--- src/include/slink_cfg.svh ---
// Slink monitor build settings
`ifndef SLINK_CFG_SVH
`define SLINK_CFG_SVH

// ----------------------------------------
// Fault count thresholds
// ----------------------------------------
// Count at which each fault flag sets
`define SLINK_LEN_ERR_THRESHOLD   8'd4
`define SLINK_TICK_ERR_THRESHOLD  8'd4
`define SLINK_CRC_ERR_THRESHOLD   8'd4
// Delay episodes before the delay flag holds on its own
`define SLINK_DELAY_ERR_THRESHOLD 8'd4

// Clean packets on every check before all counters clear
`define SLINK_PKT_OK_THRESHOLD    8'd8

// ----------------------------------------
// Timing and bus
// ----------------------------------------
// Idle cycles after eop before the delay fault rises
`define SLINK_GAP_LIMIT           16'd64
// Wishbone word address width
`define SLINK_WB_AW               3

`endif

--- src/source/slink_pkg.sv ---
// Slink monitor shared types
package slink_pkg;

    // One received byte with framing marks
    typedef struct packed {
        logic       valid;
        logic       sop;
        logic       eop;
        logic [7:0] data;
    } slink_rx_byte_t;

    // Per-packet result, errors only meaningful with done
    typedef struct packed {
        logic done;
        logic len_err;
        logic tick_err;
        logic crc_err;
    } slink_pkt_status_t;

    // Saturating fault counters
    typedef struct packed {
        logic [7:0] len_cnt;
        logic [7:0] tick_cnt;
        logic [7:0] crc_cnt;
        logic [7:0] delay_cnt;
    } slink_diag_cnt_t;

    // Fault levels, brk lands in bit 0 of the status word
    typedef struct packed {
        logic link_err;
        logic delay;
        logic crc;
        logic tick;
        logic len;
        logic brk;
    } slink_fault_t;

endpackage

--- src/source/slink_crc8.sv ---
// Running CRC-8 register
`timescale 1ns/1ps

module slink_crc8 (
    input  logic       clk_125m,
    input  logic       rst_125m,
    input  logic       init,
    input  logic       en,
    input  logic [7:0] data,
    output logic [7:0] crc
);

    logic [7:0] crc_base;

    // Poly 0x07, MSB first
    function automatic logic [7:0] crc8_byte(input logic [7:0] crc_in, input logic [7:0] d);
        logic [7:0] c;
        c = crc_in ^ d;
        for (int i = 0; i < 8; i++) begin
            c = c[7] ? ({c[6:0], 1'b0} ^ 8'h07) : {c[6:0], 1'b0};
        end
        return c;
    endfunction

    // Init together with en folds the byte into a fresh zero
    assign crc_base = init ? 8'h00 : crc;

    always_ff @(posedge clk_125m or negedge rst_125m) begin
        if (!rst_125m) begin
            crc <= 8'h00;
        end else if (en) begin
            crc <= crc8_byte(crc_base, data);
        end else if (init) begin
            crc <= 8'h00;
        end
    end

endmodule

--- src/source/slink_rx_fsm.sv ---
// Slink packet parser
`timescale 1ns/1ps

module slink_rx_fsm (
    input  logic                         clk_125m,
    input  logic                         rst_125m,
    input  slink_pkg::slink_rx_byte_t    rx,
    output slink_pkg::slink_pkt_status_t pkt_status
);
    import slink_pkg::*;

    // State names the last byte kind taken
    typedef enum logic [2:0] {
        ST_IDLE,
        ST_HEADER,
        ST_TICK,
        ST_PAYLOAD,
        ST_CHECK
    } state_t;

    state_t            state;
    slink_pkt_status_t status_q;
    logic [7:0]        len_q;
    logic [8:0]        pay_cnt;
    logic [7:0]        exp_tick;
    logic              tick_seen;
    logic              tick_bad;
    logic [7:0]        crc;
    logic              crc_en;
    logic              in_pkt;
    logic              byte_sop;
    logic              byte_eop;
    logic              byte_mid;

    assign in_pkt   = (state == ST_HEADER) || (state == ST_TICK) || (state == ST_PAYLOAD);
    assign byte_sop = rx.valid && rx.sop;
    assign byte_eop = rx.valid && rx.eop && !rx.sop;
    assign byte_mid = rx.valid && !rx.sop && !rx.eop;
    // CRC byte itself stays out of the sum
    assign crc_en   = rx.valid && !rx.eop;

    slink_crc8 u_slink_crc8 (
        .clk_125m (clk_125m),
        .rst_125m (rst_125m),
        .init     (byte_sop),
        .en       (crc_en),
        .data     (rx.data),
        .crc      (crc)
    );

    // Header length
    always_ff @(posedge clk_125m) begin
        if (byte_sop) begin
            len_q <= rx.data;
        end
    end

    // ----------------------------------------
    // Parser and status
    // ----------------------------------------
    always_ff @(posedge clk_125m or negedge rst_125m) begin
        if (!rst_125m) begin
            state     <= ST_IDLE;
            status_q  <= '0;
            pay_cnt   <= '0;
            exp_tick  <= '0;
            tick_seen <= 1'b0;
            tick_bad  <= 1'b0;
        end else begin
            status_q <= '0;
            if (byte_sop) begin
                // Sop mid-packet closes the old one as a length error
                status_q.done     <= in_pkt || rx.eop;
                status_q.len_err  <= in_pkt || rx.eop;
                status_q.tick_err <= in_pkt && tick_bad;
                pay_cnt           <= '0;
                tick_bad          <= 1'b0;
                state             <= rx.eop ? ST_CHECK : ST_HEADER;
            end else if (in_pkt && byte_eop) begin
                status_q.done     <= 1'b1;
                status_q.len_err  <= (state == ST_HEADER) || (pay_cnt != {1'b0, len_q});
                status_q.tick_err <= tick_bad;
                status_q.crc_err  <= (crc != rx.data);
                state             <= ST_CHECK;
            end else if (in_pkt && byte_mid) begin
                if (state == ST_HEADER) begin
                    // Any tick accepted before the first one
                    tick_bad  <= tick_seen && (rx.data != exp_tick);
                    exp_tick  <= rx.data + 8'd1;
                    tick_seen <= 1'b1;
                    state     <= ST_TICK;
                end else begin
                    // Sticks at 256 so long packets still mismatch
                    if (!pay_cnt[8]) begin
                        pay_cnt <= pay_cnt + 9'd1;
                    end
                    state <= ST_PAYLOAD;
                end
            end else if (state == ST_CHECK) begin
                state <= ST_IDLE;
            end
        end
    end

    assign pkt_status = status_q;

    // Errors only ever ride on a done pulse
    assert property (@(posedge clk_125m) disable iff (!rst_125m)
        (pkt_status.len_err || pkt_status.tick_err || pkt_status.crc_err) |-> pkt_status.done)
        else $error("slink_rx_fsm: error flag without done");

endmodule

--- src/source/slink_gap_timer.sv ---
// Slink inter-packet gap timer
`timescale 1ns/1ps
`include "slink_cfg.svh"

module slink_gap_timer (
    input  logic                      clk_125m,
    input  logic                      rst_125m,
    input  slink_pkg::slink_rx_byte_t rx,
    output logic                      delay_err
);

    localparam logic [15:0] GAP_LIMIT = `SLINK_GAP_LIMIT;

    logic [15:0] gap_cnt;
    logic        armed;

    // Armed by eop, silent until the first packet ends
    always_ff @(posedge clk_125m or negedge rst_125m) begin
        if (!rst_125m) begin
            gap_cnt   <= '0;
            armed     <= 1'b0;
            delay_err <= 1'b0;
        end else if (rx.valid && rx.eop) begin
            gap_cnt   <= 16'd1;
            armed     <= 1'b1;
            delay_err <= 1'b0;
        end else if (rx.valid && rx.sop) begin
            gap_cnt   <= '0;
            armed     <= 1'b0;
            delay_err <= 1'b0;
        end else if (armed) begin
            // Stops at the limit, fault holds until sop
            if (gap_cnt == GAP_LIMIT - 16'd1) begin
                delay_err <= 1'b1;
                armed     <= 1'b0;
            end
            gap_cnt <= gap_cnt + 16'd1;
        end
    end

    assert property (@(posedge clk_125m) disable iff (!rst_125m)
        (rx.valid && rx.sop) |=> !delay_err)
        else $error("slink_gap_timer: delay_err high after sop");

endmodule

--- src/source/slink_diag.sv ---
// Slink fault diagnosis
`timescale 1ns/1ps
`include "slink_cfg.svh"

module slink_diag (
    input  logic                         clk_125m,
    input  logic                         rst_125m,
    input  slink_pkg::slink_pkt_status_t pkt_status,
    input  logic                         delay_err,
    input  logic                         link_break,
    output slink_pkg::slink_diag_cnt_t   cnt,
    output slink_pkg::slink_fault_t      fault,
    output logic                         link_err
);

    // Kinds 0 len, 1 tick, 2 crc, 3 delay
    localparam int NUM_KIND = 4;
    localparam logic [7:0] ERR_THR [NUM_KIND] = '{
        `SLINK_LEN_ERR_THRESHOLD,
        `SLINK_TICK_ERR_THRESHOLD,
        `SLINK_CRC_ERR_THRESHOLD,
        `SLINK_DELAY_ERR_THRESHOLD
    };
    localparam logic [7:0] OK_THR = `SLINK_PKT_OK_THRESHOLD;

    logic [7:0]          err_cnt [NUM_KIND];
    logic [7:0]          ok_cnt  [NUM_KIND];
    logic [NUM_KIND-1:0] err_inc;
    logic [NUM_KIND-1:0] ok_rst;
    logic [NUM_KIND-1:0] flag;
    logic                delay_err_d1;
    logic                delay_fall;
    logic                all_ok;
    logic                err_clear;
    logic                err_any;
    logic                err_d1;
    logic                err_d2;

    // ----------------------------------------
    // Events
    // ----------------------------------------
    assign delay_fall = delay_err_d1 && !delay_err;
    assign err_inc    = {delay_fall,
                         pkt_status.done && pkt_status.crc_err,
                         pkt_status.done && pkt_status.tick_err,
                         pkt_status.done && pkt_status.len_err};
    // Delay good run breaks while the gap fault is up
    assign ok_rst     = {delay_err, err_inc[2:0]};

    // ----------------------------------------
    // Fault counters and flags
    // ----------------------------------------
    always_ff @(posedge clk_125m or negedge rst_125m) begin
        if (!rst_125m) begin
            for (int i = 0; i < NUM_KIND; i++) begin
                err_cnt[i] <= '0;
            end
            flag         <= '0;
            delay_err_d1 <= 1'b0;
        end else begin
            for (int i = 0; i < NUM_KIND; i++) begin
                // A fresh error outranks a pending clear
                if (err_inc[i] && err_cnt[i] != 8'hff) begin
                    err_cnt[i] <= err_cnt[i] + 8'd1;
                end else if (err_clear) begin
                    err_cnt[i] <= '0;
                end
                flag[i] <= (err_cnt[i] >= ERR_THR[i]);
            end
            // Live gap fault also holds the delay flag
            flag[3]      <= (err_cnt[3] >= ERR_THR[3]) || delay_err;
            delay_err_d1 <= delay_err;
        end
    end

    // ----------------------------------------
    // Good-packet clearing
    // ----------------------------------------
    always_ff @(posedge clk_125m or negedge rst_125m) begin
        if (!rst_125m) begin
            for (int i = 0; i < NUM_KIND; i++) begin
                ok_cnt[i] <= '0;
            end
            err_clear <= 1'b0;
        end else begin
            for (int i = 0; i < NUM_KIND; i++) begin
                if (ok_rst[i]) begin
                    ok_cnt[i] <= '0;
                end else if (pkt_status.done && ok_cnt[i] < OK_THR) begin
                    ok_cnt[i] <= ok_cnt[i] + 8'd1;
                end
            end
            // Any error this cycle holds the clear back
            err_clear <= all_ok && !(|ok_rst);
        end
    end

    always_comb begin
        all_ok = 1'b1;
        for (int i = 0; i < NUM_KIND; i++) begin
            all_ok = all_ok && (ok_cnt[i] >= OK_THR);
        end
    end

    // ----------------------------------------
    // Link error over two stages
    // ----------------------------------------
    assign err_any = link_break || flag[0] || flag[1] || flag[2] || delay_err;

    always_ff @(posedge clk_125m or negedge rst_125m) begin
        if (!rst_125m) begin
            err_d1 <= 1'b0;
            err_d2 <= 1'b0;
        end else begin
            err_d1 <= err_any;
            err_d2 <= err_d1;
        end
    end

    assign link_err       = err_d2;
    assign cnt.len_cnt    = err_cnt[0];
    assign cnt.tick_cnt   = err_cnt[1];
    assign cnt.crc_cnt    = err_cnt[2];
    assign cnt.delay_cnt  = err_cnt[3];
    assign fault.brk      = link_break;
    assign fault.len      = flag[0];
    assign fault.tick     = flag[1];
    assign fault.crc      = flag[2];
    assign fault.delay    = flag[3];
    assign fault.link_err = err_d2;

    // Saturated counters only leave 255 through the clear
    for (genvar g = 0; g < NUM_KIND; g++) begin : g_sat_chk
        assert property (@(posedge clk_125m) disable iff (!rst_125m)
            (err_cnt[g] == 8'hff && !err_clear) |=> (err_cnt[g] == 8'hff))
            else $error("slink_diag: counter %0d left saturation", g);
    end

endmodule

--- src/source/slink_wb_regs.sv ---
// Slink status registers on Wishbone
`timescale 1ns/1ps
`include "slink_cfg.svh"

module slink_wb_regs (
    input  logic                       clk_125m,
    input  logic                       rst_125m,
    input  logic                       wb_cyc,
    input  logic                       wb_stb,
    input  logic                       wb_we,
    input  logic [`SLINK_WB_AW-1:0]    wb_adr,
    input  logic [31:0]                wb_dat_w,
    output logic [31:0]                wb_dat_r,
    output logic                       wb_ack,
    input  slink_pkg::slink_diag_cnt_t cnt,
    input  slink_pkg::slink_fault_t    fault
);

    logic [31:0] rd_word;
    logic        wb_req;

    // New request only while ack is low
    assign wb_req = wb_cyc && wb_stb && !wb_ack;

    // ----------------------------------------
    // Address decode
    // ----------------------------------------
    always_comb begin
        rd_word = '0;
        case (wb_adr)
            `SLINK_WB_AW'(0): rd_word[$bits(fault)-1:0] = fault;
            `SLINK_WB_AW'(1): rd_word[7:0] = cnt.len_cnt;
            `SLINK_WB_AW'(2): rd_word[7:0] = cnt.tick_cnt;
            `SLINK_WB_AW'(3): rd_word[7:0] = cnt.crc_cnt;
            `SLINK_WB_AW'(4): rd_word[7:0] = cnt.delay_cnt;
            default:          rd_word = '0;
        endcase
    end

    // Single-cycle ack, one low cycle between
    always_ff @(posedge clk_125m or negedge rst_125m) begin
        if (!rst_125m) begin
            wb_ack <= 1'b0;
        end else begin
            wb_ack <= wb_req;
        end
    end

    // Writes are taken and dropped, data returns zero
    always_ff @(posedge clk_125m) begin
        if (wb_req) begin
            wb_dat_r <= wb_we ? 32'd0 : rd_word;
        end
    end

    assert property (@(posedge clk_125m) disable iff (!rst_125m)
        wb_ack |=> !wb_ack)
        else $error("slink_wb_regs: ack high two cycles");

    // Master side, request held steady up to ack
    assert property (@(posedge clk_125m) disable iff (!rst_125m)
        wb_req |=> (wb_cyc && wb_stb && $stable({wb_we, wb_adr, wb_dat_w})))
        else $error("slink_wb_regs: request changed before ack");

endmodule

--- src/source/slink_monitor_top.sv ---
// Slink receive monitor
`timescale 1ns/1ps
`include "slink_cfg.svh"

module slink_monitor_top (
    input  logic                      clk_125m,
    input  logic                      rst_125m,
    input  slink_pkg::slink_rx_byte_t rx,
    input  logic                      link_break,
    output logic                      link_err,
    input  logic                      wb_cyc,
    input  logic                      wb_stb,
    input  logic                      wb_we,
    input  logic [`SLINK_WB_AW-1:0]   wb_adr,
    input  logic [31:0]               wb_dat_w,
    output logic [31:0]               wb_dat_r,
    output logic                      wb_ack
);
    import slink_pkg::*;

    slink_pkt_status_t pkt_status;
    logic              delay_err;
    slink_diag_cnt_t   cnt;
    slink_fault_t      fault;

    // Packet checks
    slink_rx_fsm u_slink_rx_fsm (
        .clk_125m   (clk_125m),
        .rst_125m   (rst_125m),
        .rx         (rx),
        .pkt_status (pkt_status)
    );

    slink_gap_timer u_slink_gap_timer (
        .clk_125m  (clk_125m),
        .rst_125m  (rst_125m),
        .rx        (rx),
        .delay_err (delay_err)
    );

    // Counting and link error
    slink_diag u_slink_diag (
        .clk_125m   (clk_125m),
        .rst_125m   (rst_125m),
        .pkt_status (pkt_status),
        .delay_err  (delay_err),
        .link_break (link_break),
        .cnt        (cnt),
        .fault      (fault),
        .link_err   (link_err)
    );

    // Host access
    slink_wb_regs u_slink_wb_regs (
        .clk_125m (clk_125m),
        .rst_125m (rst_125m),
        .wb_cyc   (wb_cyc),
        .wb_stb   (wb_stb),
        .wb_we    (wb_we),
        .wb_adr   (wb_adr),
        .wb_dat_w (wb_dat_w),
        .wb_dat_r (wb_dat_r),
        .wb_ack   (wb_ack),
        .cnt      (cnt),
        .fault    (fault)
    );

endmodule

--- config.mk ---
export PLATFORM = sky130hd
export DESIGN_NAME = slink_monitor_top
export DESIGN_NICKNAME = d
export VERILOG_FILES = /design/src/source/slink_pkg.sv /design/src/source/slink_crc8.sv /design/src/source/slink_rx_fsm.sv /design/src/source/slink_gap_timer.sv /design/src/source/slink_diag.sv /design/src/source/slink_wb_regs.sv /design/src/source/slink_monitor_top.sv
export VERILOG_INCLUDE_DIRS = /design/src /design/src/include
export SDC_FILE = /design/constraint.sdc
export NUM_CORES = 1
export LEC_CHECK = 0
export BUFFER_PORTS_ARGS = -buffer_cell sky130_fd_sc_hd__buf_4
export CAP_MARGIN = 20
export CORE_MARGIN = 5
export CORE_UTILIZATION = 59
export DETAILED_ROUTE_END_ITERATION = 10
export GPL_TIMING_DRIVEN = 1
export PLACE_DENSITY = 0.81
export SETUP_SLACK_MARGIN = 0.1
export SYNTH_ARGS = -nofsm -noshare
export SYNTH_HDL_FRONTEND = slang
export SYNTH_SLANG_ARGS = --single-unit
--- constraint.sdc ---
create_clock -name clk_125m -period 2.1 [get_ports clk_125m]
set_input_delay 0.42 -clock clk_125m [delete_from_list [all_inputs] [get_ports clk_125m]]
set_output_delay 0.42 -clock clk_125m [all_outputs]
set_load 0.03 [all_outputs]
==> summary.md <==
• **run status** completed
• **overall die area** 0.0148 sq mm
• **TritonCTS clock tree** done
• **share of post-route cells with drive strength above 1** 0.146
• **R2R Path End** u_slink_rx_fsm.u_slink_crc8.crc[3]$_DFF_PN0_
• **maximum fanout encountered on the critical timing path** 4
• **# fillers** 837
• **Max Buffers Root-to-Sink** 2
• **pin count of the biggest net entering global routing** 44
• **utilization after layout** 0.706
• **Largest stage delay, worst path** 0.48 ns
• **area added between synthesis and finish** 16.0%
• **Post-synth EDFFs** 16
• **crit share post-route** 0.910
• **cell breakdown of the critical path** xnor2_2, nor2_4, xnor3_1, or4b_1, a31o_1, o21ai_2
• **RSZ-0062 raised after global routing** yes
• **post-layout min period** 1.91 ns
• **max_cap viols** 0
• **worst ir drop on vdd** 0.830 mV
• **clock latency on the worst-skew pair** 0.42 ns
• **crit path buf inv count** 0
• **leading cell types by total area after synthesis** sky130_fd_sc_hd__dfrtp_1 (42%), sky130_fd_sc_hd__edfxtp_1 (6.5%), sky130_fd_sc_hd__xor2_1 (5.1%), sky130_fd_sc_hd__xnor2_1 (4.8%), sky130_fd_sc_hd__nor2_1 (4.3%)
• **sequential element share of the synthesized area** 0.490
• **placeable core region** 0.0121 sq mm
• **critical setup path kind** reg2reg
• **average cell area after synthesis** 9.83 sq um
• **top post-synthesis cells by count** sky130_fd_sc_hd__dfrtp_1 (125), sky130_fd_sc_hd__nor2_1 (84), sky130_fd_sc_hd__nand2_1 (69)
• **number of distinct library cell variants in the gate-level netlist after synthesis** 61
• **global-route congestion overflow total** 0
• **number of antenna violations at the first check in global routing** 0
• **number of warning messages in the yosys log** 0
• **Least-Margin Pin Slew** 0.633 ns
• **vias in the first global route** 5628
• **number of buffers created by CTS** 17
• **vias post-DR** 5563
• **Static Leakage** 3.87 nW
• **Top Ports** 86
• **Pre-antenna DRT Iters** 5
• **Vias per Instance** 5.71
• **horizontal die dimension** 122 um
• **cells on worst reg2reg path** 6
• **total number of clock tree sinks** 141
• **Power Total** 8.90 mW
• **Max Clock Skew** 0.00556 ns
• **register clock-pin slew on the reported worst setup and hold paths** 0.06 ns
• **initial drt markers** 398
• **most common cell in the synthesized netlist** sky130_fd_sc_hd__dfrtp_1
• **Final Hold Violating Endpoints** 0
• **count of pins over their slew limit** 0
• **critical register-to-register path startpoint** u_slink_rx_fsm.u_slink_crc8.crc[7]$_DFF_PN0_
• **Primary FF master, synth** sky130_fd_sc_hd__dfrtp_1
• **layout net count** 865
• **WL/cell** 15.6 um
• **Critical Path Sink Type** flip-flop
• **Antenna Diode Count** 0
• **Async S/R FF share, synth** 0.887
• **worst-path cell with the longest stage delay** sky130_fd_sc_hd__or4b_1
• **root buf cell** sky130_fd_sc_hd__clkbuf_16
• **number of buffers inserted by port buffering** 29
• **maximum frequency from static timing analysis** 524 MHz
• **y dimension of the die** 122 um
• **Storage cell area** 0.00361 sq mm
• **Worst setup SP type** flip-flop
• **Synth top area share** 0.424
• **crit path DAT** 2.26 ns
• **post-synthesis instance area** 0.00737 sq mm
• **critical path data required time** 2.45 ns
• **HP Class** in2async
• **CP top delay family** simple AND/OR/NAND/NOR gates
• **count of endpoints failing setup in the final report** 0
• **power density normalized to cell area** 1040 mW/mm^2
• **most area-hungry cell type in the Yosys netlist** sky130_fd_sc_hd__dfrtp_1
• **FF-to-FF setup slack** 0.19 ns
• **Slew HR** 0.576
• **antenna-violating nets left** 0
• **Yosys reg bits** 141
• **setup TNS** 0 ns
• **total wire length after detailed routing** 15200 um
• **deepest level of the CTS H-tree** 4
• **Tot GR Track Use** 0.221
• **wire length of the first global-routing pass** 26400 um
• **number of instances in the synthesized netlist** 750
• **final routed DRC violation total** 0
• **Detailed Place HPWL** 10600 um
• **multi-input gate area in the final layout** 0.00353 sq mm
• **Initial Util** 0.609
• **routability-driven placement congestion ratio** 0.891
• **floorplan row count** 40
-- flip-flops by register name, summed over array words and instances (netlist names), 8 cells and up --
register and count:
u_slink_rx_fsm.exp_tick 8, u_slink_gap_timer.gap_cnt 16, u_slink_wb_regs.wb_dat_r 8, u_slink_diag.ok_cnt 32, u_slink_diag.cnt 32, u_slink_rx_fsm.len_q 8
u_slink_rx_fsm.u_slink_crc8.crc 8, u_slink_rx_fsm.pay_cnt 9
-- kinds of logic (layout without fill, tap and decap cells) --
logic type                 Yosys count  after routing  synth area share
and+or+nand+nor                    279            279             0.183
DFF                                141            141             0.490
AOI/OAI and AO/OA                  132            132             0.115
xor gates and xnor gates            86             86             0.108
buffers and inverters               79            113            0.0528
adders and majority gates           19             19            0.0323
muxes                               13             13            0.0192
other                                1             24          0.000509
-- power breakdown --
part	switching, mW	leakage, nW	internal, mW	total, mW
combinational	1.09	1.74	0.958	2.04
clock	1.10	0.313	2.15	3.24
sequential	0.421	1.82	3.19	3.61
total	2.60	3.87	6.30	8.90
-- routing by layer --
layer,track usage,vias up,share of wire
li1,-,2626,-
met3,0.0520,32,0.042
met2,0.381,141,0.52
met4,0.0833,0,0.024
met1,0.271,2764,0.41
met5,0,-,0
-- worst max-delay path by stage --
stage	startpoint	to	slack [ns]	cells after the start
finish	u_slink_rx_fsm.u_slink_crc8.crc[7]$_DFF_PN0_	u_slink_rx_fsm.u_slink_crc8.crc[3]$_DFF_PN0_	0.19	6
CTS	u_slink_diag.cnt[24]$_DFFE_PN0P_	u_slink_diag.cnt[28]$_DFFE_PN0P_	0.11	7
global route	u_slink_diag.cnt[1]$_DFFE_PN0P_	u_slink_diag.cnt[6]$_DFFE_PN0P_	0.05	6
detailed placement	rx[2]	u_slink_rx_fsm.u_slink_crc8.crc[3]$_DFF_PN0_	0.02	6
floorplan	rx[2]	u_slink_rx_fsm.u_slink_crc8.crc[3]$_DFF_PN0_	0.11	6
global placement	rx[2]	u_slink_rx_fsm.u_slink_crc8.crc[3]$_DFF_PN0_	0.07	6
-- layout by cell type, fill, tap and decap left out, types with 7 or more instances in the layout --
| cell type | instances |
|---|---|
| sky130_fd_sc_hd__dfrtp_1 | 123 |
| sky130_fd_sc_hd__nor2_1 | 84 |
| sky130_fd_sc_hd__nand2_1 | 69 |
| sky130_fd_sc_hd__buf_4 | 55 |
| sky130_fd_sc_hd__xor2_1 | 42 |
| sky130_fd_sc_hd__xnor2_1 | 39 |
| sky130_fd_sc_hd__o21ai_1 | 35 |
| sky130_fd_sc_hd__nand3_1 | 25 |
| sky130_fd_sc_hd__conb_1 | 24 |
| sky130_fd_sc_hd__inv_1 | 22 |
| sky130_fd_sc_hd__and2_1 | 19 |
| sky130_fd_sc_hd__ha_1 | 18 |
| sky130_fd_sc_hd__clkbuf_16 | 18 |
| sky130_fd_sc_hd__a21oi_1 | 17 |
| sky130_fd_sc_hd__edfxtp_1 | 16 |
| sky130_fd_sc_hd__nand4_1 | 15 |
| sky130_fd_sc_hd__o21ai_0 | 15 |
| sky130_fd_sc_hd__nor2b_1 | 12 |
| sky130_fd_sc_hd__a22oi_1 | 12 |
| sky130_fd_sc_hd__and3_1 | 10 |
| sky130_fd_sc_hd__nor4_1 | 10 |
| sky130_fd_sc_hd__o22ai_1 | 7 |
-- through the flow --
| stage | instance area, sq um | setup WS [ns] | hold WS [ns] | std cells |
|---|---|---|---|---|
| floorplan | 7460 | 0.112 | 0.124 | 773 |
| global placement | 7810 | 0.0683 | 0.332 | 941 |
| detailed placement | 7810 | 0.0175 | 0.340 | 941 |
| CTS | 8480 | 0.115 | 0.00656 | 974 |
| global route | 8550 | 0.0542 | 0.0350 | 975 |
| finish | 8550 | 0.190 | 0.00159 | 975 |
-- layout make-up --
cell class                      count  area share
Sequential cell                   141       0.422
Multi-Input combinational cell    553       0.413
Clock buffer                       22      0.0580
Timing Repair Buffer               57      0.0530
Tap cell                          168      0.0246
Clock inverter                     10      0.0184
Inverter                           24      0.0105
-- timing repair --
item	in CTS	in global routing
gates resized for setup	3	14
endpoints found under the setup margin	7	16
setup buffers	1	1
hold buffers	0	0
No activity file was read; power rests on OpenSTA's default activity.
